--- config.mk ---
export PLATFORM = sky130hd
export DESIGN_NAME = axil_sram_front
export DESIGN_NICKNAME = d
export VERILOG_FILES = /design/src/source/axil_sram_pkg.sv /design/src/source/axil_sram_front.sv
export VERILOG_INCLUDE_DIRS = /design/src /design/src/source
export SDC_FILE = /design/constraint.sdc
export NUM_CORES = 1
export LEC_CHECK = 0
export BUFFER_PORTS_ARGS = -buffer_cell sky130_fd_sc_hd__buf_2
export CORE_MARGIN = 5
export CORE_UTILIZATION = 37
export DETAILED_ROUTE_END_ITERATION = 8
export PLACE_DENSITY = 0.86
export SLEW_MARGIN = 10
export SYNTH_ARGS = -nofsm -noshare
export SYNTH_HDL_FRONTEND = slang
export SYNTH_SLANG_ARGS = --single-unit
export TNS_END_PERCENT = 20
--- constraint.sdc ---
create_clock -name clk -period 1.44 [get_ports clk]
set_input_delay 0.144 -clock clk [delete_from_list [all_inputs] [get_ports clk]]
set_output_delay 0.144 -clock clk [all_outputs]
set_load 0.05 [all_outputs]
--- src/source/axil_sram_consts.svh ---
`ifndef AXIL_SRAM_CONSTS_SVH
`define AXIL_SRAM_CONSTS_SVH

// AXI side
`define AXIL_ADDR_WIDTH 16
`define AXIL_DATA_WIDTH 16

// SRAM side, word addressed
`define SRAM_ADDR_WIDTH 15

`define SRAM_WRITE_CYCLES 2  // we_n low time in clocks
`define SRAM_READ_CYCLES 2   // oe_n low time before sampling

`endif

--- src/source/axil_sram_pkg.sv ---
package axil_sram_pkg;

  // Kind of access handed from the AXI front end to the pin sequencer
  typedef enum logic {
    SRAM_READ  = 1'b0,
    SRAM_WRITE = 1'b1
  } sram_op_t;

  // AXI response codes
  // The bridge only ever answers OKAY, since every address maps to a word
  typedef enum logic [1:0] {
    AXIL_OKAY   = 2'b00,
    AXIL_SLVERR = 2'b10
  } axil_resp_t;

endpackage

--- src/source/axil_sram_front.sv ---
`timescale 1ns/10ps

`include "axil_sram_consts.svh"

module axil_sram_front (
  input  logic                              clk,
  input  logic                              rst_n,

  input  logic [`AXIL_ADDR_WIDTH-1:0]       s_axil_awaddr,
  input  logic                              s_axil_awvalid,
  output logic                              s_axil_awready,
  input  logic [`AXIL_DATA_WIDTH-1:0]       s_axil_wdata,
  input  logic [`AXIL_DATA_WIDTH/8-1:0]     s_axil_wstrb,
  input  logic                              s_axil_wvalid,
  output logic                              s_axil_wready,
  output axil_sram_pkg::axil_resp_t         s_axil_bresp,
  output logic                              s_axil_bvalid,
  input  logic                              s_axil_bready,

  input  logic [`AXIL_ADDR_WIDTH-1:0]       s_axil_araddr,
  input  logic                              s_axil_arvalid,
  output logic                              s_axil_arready,
  output logic [`AXIL_DATA_WIDTH-1:0]       s_axil_rdata,
  output axil_sram_pkg::axil_resp_t         s_axil_rresp,
  output logic                              s_axil_rvalid,
  input  logic                              s_axil_rready,

  output logic                              req,
  output axil_sram_pkg::sram_op_t           op,
  output logic [`SRAM_ADDR_WIDTH-1:0]       addr,
  output logic [`AXIL_DATA_WIDTH-1:0]       wdata_o,
  output logic [`AXIL_DATA_WIDTH/8-1:0]     be,
  input  logic [`AXIL_DATA_WIDTH-1:0]       rdata_i,
  input  logic                              done
);
  import axil_sram_pkg::*;

  localparam int STRB_W = `AXIL_DATA_WIDTH / 8;

  logic busy;     // Access sitting in the sequencer
  logic last_wr;  // Last grant went to the write side
  logic idle;
  logic wr_pend;
  logic rd_pend;
  logic grant_wr;
  logic grant_rd;

  // A held response blocks only its own channel
  assign idle    = !busy && !req;
  assign wr_pend = s_axil_awvalid && s_axil_wvalid && !s_axil_bvalid;
  assign rd_pend = s_axil_arvalid && !s_axil_rvalid;

  // Take turns when both sides are waiting
  assign grant_wr = idle && wr_pend && (!rd_pend || !last_wr);
  assign grant_rd = idle && rd_pend && !grant_wr;

  assign s_axil_awready = grant_wr;  // aw only goes with its w
  assign s_axil_wready  = grant_wr;
  assign s_axil_arready = grant_rd;

  always_ff @(posedge clk) begin
    if (!rst_n) begin
      req           <= 1'b0;
      busy          <= 1'b0;
      last_wr       <= 1'b0;
      s_axil_bvalid <= 1'b0;
      s_axil_rvalid <= 1'b0;
    end else begin
      req <= grant_wr || grant_rd;

      if (req) begin
        busy <= 1'b1;
      end else if (done) begin
        busy <= 1'b0;
      end

      if (grant_wr) begin
        last_wr <= 1'b1;
      end else if (grant_rd) begin
        last_wr <= 1'b0;
      end

      if (s_axil_bvalid && s_axil_bready) begin
        s_axil_bvalid <= 1'b0;
      end
      if (done && op == SRAM_WRITE) begin
        s_axil_bvalid <= 1'b1;
      end

      if (s_axil_rvalid && s_axil_rready) begin
        s_axil_rvalid <= 1'b0;
      end
      if (done && op == SRAM_READ) begin
        s_axil_rvalid <= 1'b1;
      end
    end
  end

  // Request fields stay put for the whole access
  always_ff @(posedge clk) begin
    if (grant_wr) begin
      op      <= SRAM_WRITE;
      addr    <= s_axil_awaddr[`AXIL_ADDR_WIDTH-1:1];  // Byte LSB only picks lanes
      wdata_o <= s_axil_wdata;
      be      <= s_axil_wstrb;
    end else if (grant_rd) begin
      op   <= SRAM_READ;
      addr <= s_axil_araddr[`AXIL_ADDR_WIDTH-1:1];
      be   <= {STRB_W{1'b1}};
    end

    if (done && op == SRAM_WRITE) begin
      s_axil_bresp <= AXIL_OKAY;
    end
    if (done && op == SRAM_READ) begin
      s_axil_rresp <= AXIL_OKAY;
      s_axil_rdata <= rdata_i;
    end
  end

  a_b_hold : assert property (
    @(posedge clk) disable iff (!rst_n)
    s_axil_bvalid && !s_axil_bready |=> s_axil_bvalid && $stable(s_axil_bresp)
  );

  a_r_hold : assert property (
    @(posedge clk) disable iff (!rst_n)
    s_axil_rvalid && !s_axil_rready |=>
      s_axil_rvalid && $stable(s_axil_rresp) && $stable(s_axil_rdata)
  );

  // Sequencer only answers the access in flight
  a_one_access : assert property (
    @(posedge clk) disable iff (!rst_n)
    done |-> busy
  );

endmodule

==> metrics.csv <==
stage;metric;value;unit
clock_network;clock_sinks;55;
sta;slew_viol_final;0;
global_routing;grt_first_pass_wirelength;7859;um
finish;design_area;3224;sq um
sta;layout_setup_ws;-129.1;ps
logic_synthesis;ys_ff_latch;55;
place;dp_hpwl;3892;um
sta;fin_crit_sh;109.0;%
finish;final_util;59.65;%
global_routing;first_global_vias;1614;
finish;ff_latch_area;1600;sq um
finish;synthToLayoutAreaGrowth;59.57;%
floorplan;ioPinCount;134;
worst_setup_path;critPathRequiredTime;1300;ps
finish;fillers;414;
sta;fmax;0.6373;GHz
worst_setup_path;critPathKind;flop to output port;
worst_setup_path;arrival;1430;ps
clock_network;cts_root_buf;clkbuf_8;
sta;final-setup-viol-count;34;
run;max-cap-violations;0;
power;power.density;1299;nW/um^2
logic_synthesis;avgSynthCellArea;19.62;sq um
floorplan;die_area;7039;sq um
logic_synthesis;synth-edff-count;49;
clock_network;cts_buffer_depth;2;
worst_setup_path;worstSetupStartpointType;flop;
logic_synthesis;synth.most_common_cell;edfxtp_1;
logic_synthesis;synth_area_leaders;edfxtp_1, dfxtp_1, mux2_2;
place;dp_slack;-64.25;ps
clock_network;clk_latency;300;ps
power;pwr-share-seq;47.3;%
sta;min_period;1569;ps
logic_synthesis;synthTopCellsByCount;edfxtp_1, mux2_2, dfxtp_1, mux2_4, buf_4;
global_routing;antenna_found_initial;0;
power;leakagePower;1.433;nW
floorplan;die_x;83.90;um
clock_network;path_clk_slew;100;ps
floorplan;die_h;83.90;um
sta;hold_viol_final;0;
logic_synthesis;synth_area_leader_cell;edfxtp_1;
logic_synthesis;synth_top_area_share;72.82;%
power;power;4.188;mW
clock_network;numCtsBuffers;5;
place;io_buffers;127;
global_routing;grt_max_degree;19;
detailed_routing;dr.first_iter.drc_count;31;
global_routing;grtUsageTotal;14.37;%
finish;nets;341;
clock_network;htree_levels;2;
sta;clock_skew;5.201;ps
detailed_routing;vias;1512;
logic_synthesis;synth_seq_area_share;78.76;%
clock_network;cts_tree;built;
worst_setup_path;endpoint_kind;output port;
floorplan;core;5405;sq um
power;ir_drop;0.5370;mV
power;p_comb_share;28.4;%
logic_synthesis;synth_flop_cell;edfxtp_1;
logic_synthesis;yosysWarnings;0;
logic_synthesis;synth_area;2021;sq um
floorplan;placementRows;27;
detailed_routing;vias_per_cell;4.447;
finish;multi_input_area;396.6;sq um
run_status;failed_checks;setup timing;
detailed_routing;drc;0;
sta;fin_hold_ws;15.00;ps
logic_synthesis;synth-async-reset-ratio;0;%
detailed_routing;drt_pre_antenna_iters;4;
place;routabilityCongestion;0.8097;
global_routing;grt_overflow;0;
finish;layout-drive-gt1-share;65.67;%
power;p_sw;1.352;mW
detailed_routing;wl_per_cell;15.53;um
power;switching_share;32.29;%
logic_synthesis;syn_inst;103;
hold_path;hp-class;input pin to flop;
sta;rsz0062_at_grt;yes;
power;clockPowerShare;24.3;%
logic_synthesis;ys_types;22;
detailed_routing;ant_nets;0;
worst_setup_path;cp_max_fo;3;
run_status;status;finished with violations;
detailed_routing;wirelength;5279;um
floorplan;start_util;37.38;%
place;dpl-instance-area;2825;sq um
power;intPower;2.836;mW
finish;diodes;0;
[repair_timing]
| action | 4_1_cts | 5_1_grt |
|---|---|---|
| pin swaps | 2 | 0 |
| setup buffers | 2 | 2 |
| cloned | 0 | 1 |
| hold endpoints to repair | 15 | 4 |
| hold buffers | 15 | 4 |
| resized for setup | 14 | 2 |
| endpoints found under the setup margin | 18 | 34 |
[cell families (layout without fill, tap and decap cells)]
logic type,Yosys count,count (layout),share of synthesized area (%)
flip-flops,55,55,78.76
multiplexers,15,15,9.474
AND/OR/NAND/NOR,15,15,5.201
buffers and inverters,9,171,2.972
AO/OA/AOI/OAI,8,8,3.405
other,1,4,0.1856
[state kept, by name, summed over array words and instances, names as in the netlist]
| signal | count |
|---|---|
| busy | 1 |
| s_axil_bvalid | 1 |
| s_axil_rdata | 16 |
| be | 2 |
| last_wr | 1 |
| s_axil_rvalid | 1 |
| req | 1 |
| op | 1 |
| addr | 15 |
| wdata_o | 16 |
[final timing paths]
kind                                    from                     to  slack (ps)  cells past startpoint
setup reg to reg  s_axil_bvalid$_SDFFE_PN0P_     addr[10]$_DFFE_PP_        -130                      5
hold / removal              s_axil_wdata[14]  wdata_o[14]$_DFFE_PP_          10                      1
setup / recovery  s_axil_rvalid$_SDFFE_PN0P_         s_axil_awready        -130                      5
hold reg to reg         last_wr$_SDFFE_PN0P_   last_wr$_SDFFE_PN0P_         470                      2
[critical path, cell delays in order, from the launching register on]
cell	delay (ps)
dfxtp_4	350
nand2b_4	150
o211ai_4	190
buf_6	140
clkinvlp_4	110
buf_6	170
[cell type report]
class / instances / area share, %
multi-input combinational: 42 / 12.30
inverter: 3 / 0.4657
tap: 72 / 2.794
sequential: 55 / 49.63
timing repair buffer: 160 / 31.24
clock buffer: 5 / 2.134
clock inverter: 3 / 1.436
[metal layers]
layer / share of wire [%] / track usage (%) / vias up
li1: - / - / 703
met2: 57 / 28.99 / 89
met4: 1.9 / 5.702 / 0
met5: 0 / 0 / -
met3: 8.2 / 3.949 / 10
met1: 33 / 13.20 / 710
[metrics by stage]
| stage | cells | setup TNS [ps] |
|---|---|---|
| 2_1_floorplan | 106 | -17070 |
| 3_3_place_gp | 309 | -145.6 |
| 3_5_place_dp | 309 | -627.4 |
| 4_1_cts | 334 | -2502 |
| 5_1_grt | 340 | -4118 |
| 6_report | 340 | -2554 |
[power by group through the flow]
stage | logic [mW] | registers [mW] | clock network (mW)
global placement | 1.08 | 2.01 | 0
global route | 1.24 | 2.00 | 1.12
CTS | 1.17 | 1.99 | 1.06
finish | 1.19 | 1.98 | 1.02
detailed placement | 1.10 | 2.02 | 0
floorplan | 0.261 | 2.53 | 0
[layout by cell type, fill, tap and decap left out, types with 4 or more instances in the layout]
| cell type | n |
|---|---|
| mux2_2 | 7 |
| conb_1 | 4 |
| buf_4 | 8 |
| dlygate4sd3_1 | 19 |
| clkbuf_8 | 5 |
| buf_6 | 5 |
| nor2b_1 | 4 |
| mux2_4 | 8 |
| edfxtp_1 | 49 |
| buf_2 | 124 |
Note: power is estimated with default switching activity, not from simulation.
